===== src/procyon_lsu_pkg.sv =====
/* LSU function codes, access-size codes and helpers that classify a function
   by access size and by load or store direction */

package procyon_lsu_pkg;

    // Function codes of the load/store unit
    typedef enum logic [3:0] {
        LSU_FUNC_LB  = 4'b0000,
        LSU_FUNC_LH  = 4'b0001,
        LSU_FUNC_LW  = 4'b0010,
        LSU_FUNC_LBU = 4'b0011,
        LSU_FUNC_LHU = 4'b0100,
        LSU_FUNC_SB  = 4'b0101,
        LSU_FUNC_SH  = 4'b0110,
        LSU_FUNC_SW  = 4'b0111
    } procyon_lsu_func_t;

    // Access sizes, a word access covers all four byte lanes
    localparam logic [1:0] LSU_SIZE_BYTE = 2'b00;
    localparam logic [1:0] LSU_SIZE_HALF = 2'b01;
    localparam logic [1:0] LSU_SIZE_WORD = 2'b10;

    // Map a function code onto the size of the memory access it performs
    function automatic logic [1:0] lsu_func_size(input procyon_lsu_func_t func);
        case (func)
            LSU_FUNC_LB, LSU_FUNC_LBU, LSU_FUNC_SB: lsu_func_size = LSU_SIZE_BYTE;
            LSU_FUNC_LH, LSU_FUNC_LHU, LSU_FUNC_SH: lsu_func_size = LSU_SIZE_HALF;
            default:                                lsu_func_size = LSU_SIZE_WORD;
        endcase
    endfunction

    // True for the three store functions, false for every load
    function automatic logic lsu_func_is_store(input procyon_lsu_func_t func);
        case (func)
            LSU_FUNC_SB, LSU_FUNC_SH, LSU_FUNC_SW: lsu_func_is_store = 1'b1;
            default:                               lsu_func_is_store = 1'b0;
        endcase
    endfunction

endpackage


===== src/procyon_types.sv =====
/* Core data, address and tag widths, data-cache geometry and the shared data word types
   including the packed union that gives both a word view and a byte-lane view */

package procyon_types;

    // Machine word and byte address sizes for this ISA
    localparam int DATA_WIDTH     = 32;
    localparam int ADDR_WIDTH     = 32;

    // Destination tag carried alongside each op to its writeback consumer
    localparam int TAG_WIDTH      = 6;

    // Data-cache array geometry; index comes from word address bits
    localparam int DC_DEPTH       = 64;
    localparam int DC_INDEX_WIDTH = 6;

    // Number of byte lanes in one data word
    localparam int DATA_BYTES     = DATA_WIDTH / 8;

    typedef logic [DATA_WIDTH-1:0]  procyon_data_t;
    typedef logic [ADDR_WIDTH-1:0]  procyon_addr_t;
    typedef logic [TAG_WIDTH-1:0]   procyon_tag_t;

    // One write enable per byte lane, bit 0 is the least significant byte
    typedef logic [DATA_BYTES-1:0]  procyon_byte_en_t;

    // One data word, seen either whole or split into its byte lanes
    // The execute stage picks load lanes from the byte view
    // The data array merges enabled store bytes through the same view
    typedef union packed {
        procyon_data_t                     word;
        logic [DATA_BYTES-1:0][7:0]        bytes;
    } procyon_data_u;

endpackage


===== src/dc_data_ram.sv =====
/* Data-cache word array with combinational read and byte-enabled
   synchronous write, no tags so every access hits */

`timescale 1ns/1ns

module dc_data_ram (
    input  logic                             i_clk,

    // Shared byte address, word index taken from bits above the lane bits
    input  procyon_types::procyon_addr_t     i_addr,

    // Read port, returns zero while not enabled
    input  logic                             i_re,
    output procyon_types::procyon_data_t     o_rd_data,

    // Write port, only the enabled byte lanes are updated
    input  logic                             i_we,
    input  procyon_types::procyon_byte_en_t  i_byte_en,
    input  procyon_types::procyon_data_t     i_wr_data
);

    procyon_types::procyon_data_u               mem [procyon_types::DC_DEPTH];
    logic [procyon_types::DC_INDEX_WIDTH-1:0]   index;
    procyon_types::procyon_data_u               wr_word;

    // Aligned word index, the two lane bits select bytes inside the word
    assign index = i_addr[procyon_types::DC_INDEX_WIDTH+1:2];

    // Store data viewed as lanes so each can be merged on its own
    assign wr_word.word = i_wr_data;

    // Combinational read, a store in the same cycle is seen after the edge
    always_comb begin
        if (i_re) begin
            o_rd_data = mem[index].word;
        end else begin
            o_rd_data = '0;
        end
    end

    // Merge enabled lanes into the addressed word at the clock edge
    always_ff @(posedge i_clk) begin
        if (i_we) begin
            for (int lane = 0; lane < procyon_types::DATA_BYTES; lane++) begin
                if (i_byte_en[lane]) begin
                    mem[index].bytes[lane] <= wr_word.bytes[lane];
                end
            end
        end
    end

endmodule


===== src/lsu_ag.sv =====
/* LSU address-generation stage: registers the op, its effective address,
   store byte enables and lane-shifted store data */

`timescale 1ns/1ns

module lsu_ag (
    input  logic                              i_clk,
    input  logic                              i_arst_n,

    // Op presented by the issue side, sampled when i_valid is high
    input  logic                              i_valid,
    input  procyon_lsu_pkg::procyon_lsu_func_t i_lsu_func,
    input  procyon_types::procyon_addr_t      i_base,
    input  procyon_types::procyon_addr_t      i_offset,
    input  procyon_types::procyon_tag_t       i_tag,
    input  procyon_types::procyon_data_t      i_store_data,

    // Registered op for the execute stage
    output logic                              o_valid,
    output procyon_lsu_pkg::procyon_lsu_func_t o_lsu_func,
    output procyon_types::procyon_addr_t      o_addr,
    output procyon_types::procyon_tag_t       o_tag,

    // Registered store payload for the data array
    output procyon_types::procyon_data_t      o_store_data,
    output procyon_types::procyon_byte_en_t   o_byte_en
);

    procyon_types::procyon_addr_t     addr;
    logic [1:0]                       size;
    logic                             is_store;
    procyon_types::procyon_byte_en_t  byte_en;
    procyon_types::procyon_data_t     store_data;

    // Effective address is simply base plus offset
    assign addr     = i_base + i_offset;
    assign size     = procyon_lsu_pkg::lsu_func_size(i_lsu_func);
    assign is_store = procyon_lsu_pkg::lsu_func_is_store(i_lsu_func);

    // Byte enables come from the access size and the low address bits
    // Loads and idle cycles leave every lane disabled
    always_comb begin
        byte_en = '0;
        if (i_valid && is_store) begin
            case (size)
                procyon_lsu_pkg::LSU_SIZE_BYTE: byte_en = 4'b0001 << addr[1:0];
                procyon_lsu_pkg::LSU_SIZE_HALF: byte_en = addr[1] ? 4'b1100 : 4'b0011;
                default:                        byte_en = 4'b1111;
            endcase
        end
    end

    // Move the store byte or halfword up into the lane it lands in
    // Lanes outside the enables carry don't-care zeros
    always_comb begin
        case (size)
            procyon_lsu_pkg::LSU_SIZE_BYTE:
                store_data = {24'b0, i_store_data[7:0]} << {addr[1:0], 3'b000};
            procyon_lsu_pkg::LSU_SIZE_HALF:
                store_data = {16'b0, i_store_data[15:0]} << {addr[1], 4'b0000};
            default:
                store_data = i_store_data;
        endcase
    end

    // Control state, cleared so nothing is written or completed after reset
    always_ff @(posedge i_clk or negedge i_arst_n) begin
        if (~i_arst_n) begin
            o_valid   <= 1'b0;
            o_byte_en <= '0;
        end else begin
            o_valid   <= i_valid;
            o_byte_en <= byte_en;
        end
    end

    // Payload registers, only meaningful while o_valid is high
    always_ff @(posedge i_clk) begin
        o_lsu_func   <= i_lsu_func;
        o_addr       <= addr;
        o_tag        <= i_tag;
        o_store_data <= store_data;
    end

endmodule


===== src/lsu_ex.sv =====
/* LSU execute stage: reads the data array, aligns and extends load data
   and completes stores by raising the array write enable */

`timescale 1ns/1ns

module lsu_ex (
    // Op from the address-generation register
    input  procyon_lsu_pkg::procyon_lsu_func_t i_lsu_func,
    input  procyon_types::procyon_addr_t      i_addr,
    input  procyon_types::procyon_tag_t       i_tag,
    input  logic                              i_valid,

    // Completed op towards writeback
    output procyon_types::procyon_data_t      o_data,
    output procyon_types::procyon_addr_t      o_addr,
    output procyon_types::procyon_tag_t       o_tag,
    output logic                              o_valid,

    // Data array access
    input  procyon_types::procyon_data_t      i_dc_data,
    output procyon_types::procyon_addr_t      o_dc_addr,
    output logic                              o_dc_re,
    output logic                              o_dc_we
);

    logic                          is_store;
    procyon_types::procyon_data_u  rd_word;
    logic [7:0]                    rd_byte;
    logic [15:0]                   rd_half;

    assign is_store = procyon_lsu_pkg::lsu_func_is_store(i_lsu_func);

    // Loads read the array, stores write it with the enables from address generation
    assign o_dc_addr = i_addr;
    assign o_dc_re   = i_valid & ~is_store;
    assign o_dc_we   = i_valid & is_store;

    // Address and tag pass straight on to writeback
    assign o_addr    = i_addr;
    assign o_tag     = i_tag;

    // Pick the addressed lane, accesses are assumed naturally aligned
    assign rd_word.word = i_dc_data;
    assign rd_byte      = rd_word.bytes[i_addr[1:0]];
    assign rd_half      = i_addr[1] ? {rd_word.bytes[3], rd_word.bytes[2]}
                                    : {rd_word.bytes[1], rd_word.bytes[0]};

    // LB and LH sign extend, LBU and LHU zero extend, LW passes the word
    // Stores return zero since they have no result
    always_comb begin
        case (i_lsu_func)
            procyon_lsu_pkg::LSU_FUNC_LB:  o_data = {{24{rd_byte[7]}}, rd_byte};
            procyon_lsu_pkg::LSU_FUNC_LH:  o_data = {{16{rd_half[15]}}, rd_half};
            procyon_lsu_pkg::LSU_FUNC_LW:  o_data = rd_word.word;
            procyon_lsu_pkg::LSU_FUNC_LBU: o_data = {24'b0, rd_byte};
            procyon_lsu_pkg::LSU_FUNC_LHU: o_data = {16'b0, rd_half};
            default:                       o_data = '0;
        endcase
    end

    // Every op completes here, the array always hits and stores are done
    // once their write is scheduled for the next edge
    assign o_valid = i_valid;

endmodule


===== src/lsu_top.sv =====
/* LSU pipeline top: address generation feeding the execute stage
   and the data array it reads and writes */

`timescale 1ns/1ns

module lsu_top (
    input  logic                              i_clk,
    input  logic                              i_arst_n,

    // Op from the issue side
    input  logic                              i_valid,
    input  procyon_lsu_pkg::procyon_lsu_func_t i_lsu_func,
    input  procyon_types::procyon_addr_t      i_base,
    input  procyon_types::procyon_addr_t      i_offset,
    input  procyon_types::procyon_tag_t       i_tag,
    input  procyon_types::procyon_data_t      i_store_data,

    // Completed op, one cycle after it was sampled
    output procyon_types::procyon_data_t      o_data,
    output procyon_types::procyon_addr_t      o_addr,
    output procyon_types::procyon_tag_t       o_tag,
    output logic                              o_valid
);

    // Address generation to execute stage
    logic                                ag_valid;
    procyon_lsu_pkg::procyon_lsu_func_t  ag_lsu_func;
    procyon_types::procyon_addr_t        ag_addr;
    procyon_types::procyon_tag_t         ag_tag;

    // Address generation to the data array
    procyon_types::procyon_data_t        ag_store_data;
    procyon_types::procyon_byte_en_t     ag_byte_en;

    // Execute stage and data array
    procyon_types::procyon_addr_t        dc_addr;
    logic                                dc_re;
    logic                                dc_we;
    procyon_types::procyon_data_t        dc_rd_data;

    lsu_ag lsu_ag_inst (
        .i_clk        (i_clk),
        .i_arst_n     (i_arst_n),
        .i_valid      (i_valid),
        .i_lsu_func   (i_lsu_func),
        .i_base       (i_base),
        .i_offset     (i_offset),
        .i_tag        (i_tag),
        .i_store_data (i_store_data),
        .o_valid      (ag_valid),
        .o_lsu_func   (ag_lsu_func),
        .o_addr       (ag_addr),
        .o_tag        (ag_tag),
        .o_store_data (ag_store_data),
        .o_byte_en    (ag_byte_en)
    );

    dc_data_ram dc_data_ram_inst (
        .i_clk     (i_clk),
        .i_addr    (dc_addr),
        .i_re      (dc_re),
        .o_rd_data (dc_rd_data),
        .i_we      (dc_we),
        .i_byte_en (ag_byte_en),
        .i_wr_data (ag_store_data)
    );

    lsu_ex lsu_ex_inst (
        .i_lsu_func (ag_lsu_func),
        .i_addr     (ag_addr),
        .i_tag      (ag_tag),
        .i_valid    (ag_valid),
        .o_data     (o_data),
        .o_addr     (o_addr),
        .o_tag      (o_tag),
        .o_valid    (o_valid),
        .i_dc_data  (dc_rd_data),
        .o_dc_addr  (dc_addr),
        .o_dc_re    (dc_re),
        .o_dc_we    (dc_we)
    );

endmodule


===== config.mk =====
export PLATFORM = sky130hd
export DESIGN_NAME = lsu_top
export DESIGN_NICKNAME = d
export VERILOG_FILES = /design/src/procyon_lsu_pkg.sv /design/src/procyon_types.sv /design/src/dc_data_ram.sv /design/src/lsu_ag.sv /design/src/lsu_ex.sv /design/src/lsu_top.sv
export SDC_FILE = /design/constraint.sdc
export NUM_CORES = 2
export LEC_CHECK = 0
export BUFFER_PORTS_ARGS = -buffer_cell sky130_fd_sc_hd__buf_2
export CAP_MARGIN = 5
export CORE_UTILIZATION = 30
export CTS_CLUSTER_SIZE = 24
export DETAILED_ROUTE_END_ITERATION = 8
export PLACE_DENSITY_LB_ADDON = 0.05
export SYNTH_ARGS = -nofsm -noshare
export SYNTH_HDL_FRONTEND = slang
export SYNTH_HIERARCHICAL = 1
export SYNTH_SLANG_ARGS = --single-unit

===== constraint.sdc =====
create_clock -name i_clk -period 4.6 [get_ports i_clk]
set_clock_uncertainty 0.1 [all_clocks]
set_input_delay 0.23 -clock i_clk [delete_from_list [all_inputs] [get_ports i_clk]]
set_output_delay 0.23 -clock i_clk [all_outputs]
set_load 0.01 [all_outputs]

==> run summary <==
commonest non-fill, non-tap cell in the layout - edfxtp_1
DP Worst Slack - -54.2 ps
vias in the first global route - 52900
TritonCTS Sinks - 2127
max-cap violation count - 0
gpl congestion - 0.801
Pwr Density - 495 nW/µm²
WL/cell - 33.2 µm
Final Non-Filler Cells - 9984
CTS clk-pin slew, worst paths - 60 ps
leakage - 0.0343 µW
synthesized cell area - 83800 µm²
Post-DRT Antenna Nets - 0
Initial DRT Pass Iterations - 6
Crit path largest cell delay - 540 ps
HP Start - i_offset[6]
failing checks - setup timing
die height - 531 µm
Initial Utilization - 0.302
Layout Nets - 6210
I/O pin count - 180
critical path launch point type - register
Worst Setup SP - lsu_ag_inst/o_addr[2]
warning count from the yosys run - 6
status - finished, violations left
final setup violation count - 27
via count - 53200
Slew Viols, Final - 0
initial antenna violation count - 24
drc violations - 0
Max clock buf depth - 4
site row count - 193
Iter 0 DRT Violations - 4975
DRT Wirelength - 331 mm
H-tree depth - 4
core box area - 277000 µm²
Critical Path Slowest Stage Cell - o41a_4
Placed Cells - 9175
Fillers - 26100
P&R area growth vs syn - 26.5%
CTS tree - yes
WP data required - 4270 ps
Setup Crit Path Kind - register to primary output
Finished Cell Area - 106000 µm²
Crit. End Element - primary output
Synth Area per Inst - 16.2 µm²
final hold vios - 0
first-pass GRT wire length - 450 mm
buffer and inverter count on the worst path - 3
IR Drop Worst-Case VDD - 0.000323 V
crit path cell chain - buf_8 -> and2_4 -> buf_12 -> a22oi_2 -> o22ai_1 -> or4_4 -> o41a_4 -> mux4_2 -> and3_4 -> a221o_1 -> buf_2
CTS Buf Count - 244
clk_lat worst skew - 930 ps
CP Max Fanout - 8
Worst-Margin Slew - 1260 ps
Vias/cell - 5.33
CP top delay family - compound AO/OA/AOI/OAI gates
synthesized instance count - 5179
share of cells above drive strength 1 - 0.265
crit share post-route - 1.05
die area - 282000 µm²
number of port buffers - 179
worst endpoint data arrival time - 4510 ps
min Tclk post-route - 4840 ps
GR Overflow Total - 0
most frequent cells in the layout - 2048 x edfxtp_1, 550 x buf_4, 329 x a22oi_1, 325 x nor2_1, 250 x clkbuf_16
RSZ-0062 raised after global routing - true
Slew HR - 0.152
largest net degree at the start of global routing - 65
final worst slack - -239 ps
Die Wd - 531 µm
Syn Nets - 5320
f_max - 207 MHz
HPWL after detailed placement - 203 mm
placed inst area - 92100 µm²
worst reg2reg startpoint - lsu_ag_inst/o_lsu_func[0]
Hold Path Class - input pin to register
GRT Overall Usage - 0.230
Root Driver - clkbuf_16
cell type report:
class,count,area [µm²],area share
Antenna cell,8,20.0,0.000189
Clock buffer,313,6460,0.0609
Clock inverter,135,1210,0.0114
Inverter,25,93.8,0.000885
Multi-Input combinational cell,2597,20200,0.190
Sequential cell,2127,63200,0.596
Tap cell,3705,4640,0.0437
Timing Repair Buffer,1074,10300,0.0972
per-layer routing:
| metal | part of all wire | vias to the layer above | GRT usage |
|---|---|---|---|
| met5 | 0.00082 | - | 0 |
| met4 | 0.026 | 4 | 0.0562 |
| met3 | 0.042 | 362 | 0.0271 |
| met2 | 0.48 | 1492 | 0.380 |
| met1 | 0.45 | 28400 | 0.322 |
| li1 | - | 22900 | - |
final timing paths:
check,slack (ps),depth (start not counted),to
setup / recovery,-240,11,o_data[12]
hold / removal,60,3,lsu_ag_inst/o_addr[6]
setup reg to reg,790,7,dc_data_ram_inst/mem[36][5]
hold reg to reg,430,0,dc_data_ram_inst/mem[13][19]
max in group asynchronous,3950,3,lsu_ag_inst/o_byte_en[0]
min in group asynchronous,210,3,lsu_ag_inst/o_valid
power by group:
group	internal, µW	switching, µW	total (µW)	leakage, µW
registers	21600	359	22000	0.0178
logic	4330	7130	11500	0.0127
clock network	11100	8030	19100	0.00377
total	37000	15500	52500	0.0343
state kept, by name (all words and copies together), names as in the netlist:
name and flops:
dc_data_ram_inst/mem 2048, lsu_ag_inst/o_addr 32, lsu_ag_inst/o_store_data 32, lsu_ag_inst/o_tag 6, lsu_ag_inst/o_byte_en 4, lsu_ag_inst/o_valid 1
lsu_ag_inst/o_lsu_func 4
per-stage QoR:
stage                     total power [µW]   util  setup TNS [ps]  hold WS [ps]
after floorplan                      26800      -               0          -166
after global placement               31500  0.332               0         -32.5
after detailed placement             31500  0.332            -233         -29.6
after CTS                            52600  0.380           -4950          2.10
after global routing                 54000  0.383           -6830          39.8
final                                52500  0.383           -4110          56.6
tightest hold or removal path: cells and delay by family:
kind,cells,cell delay (ps)
fa+ha+maj,1,240
buf+inv,1,90
xor+xnor,1,310
what timing repair did:
item	4_1_cts	5_1_grt
buffers inserted	123	26
hold buffers	172	0
cloned	32	5
endpoints found under the hold margin	81	0
pin swaps	101	66
setup endpoints to repair	32	32
resized for setup	387	117
Note: power is estimated with default switching activity, not from simulation.
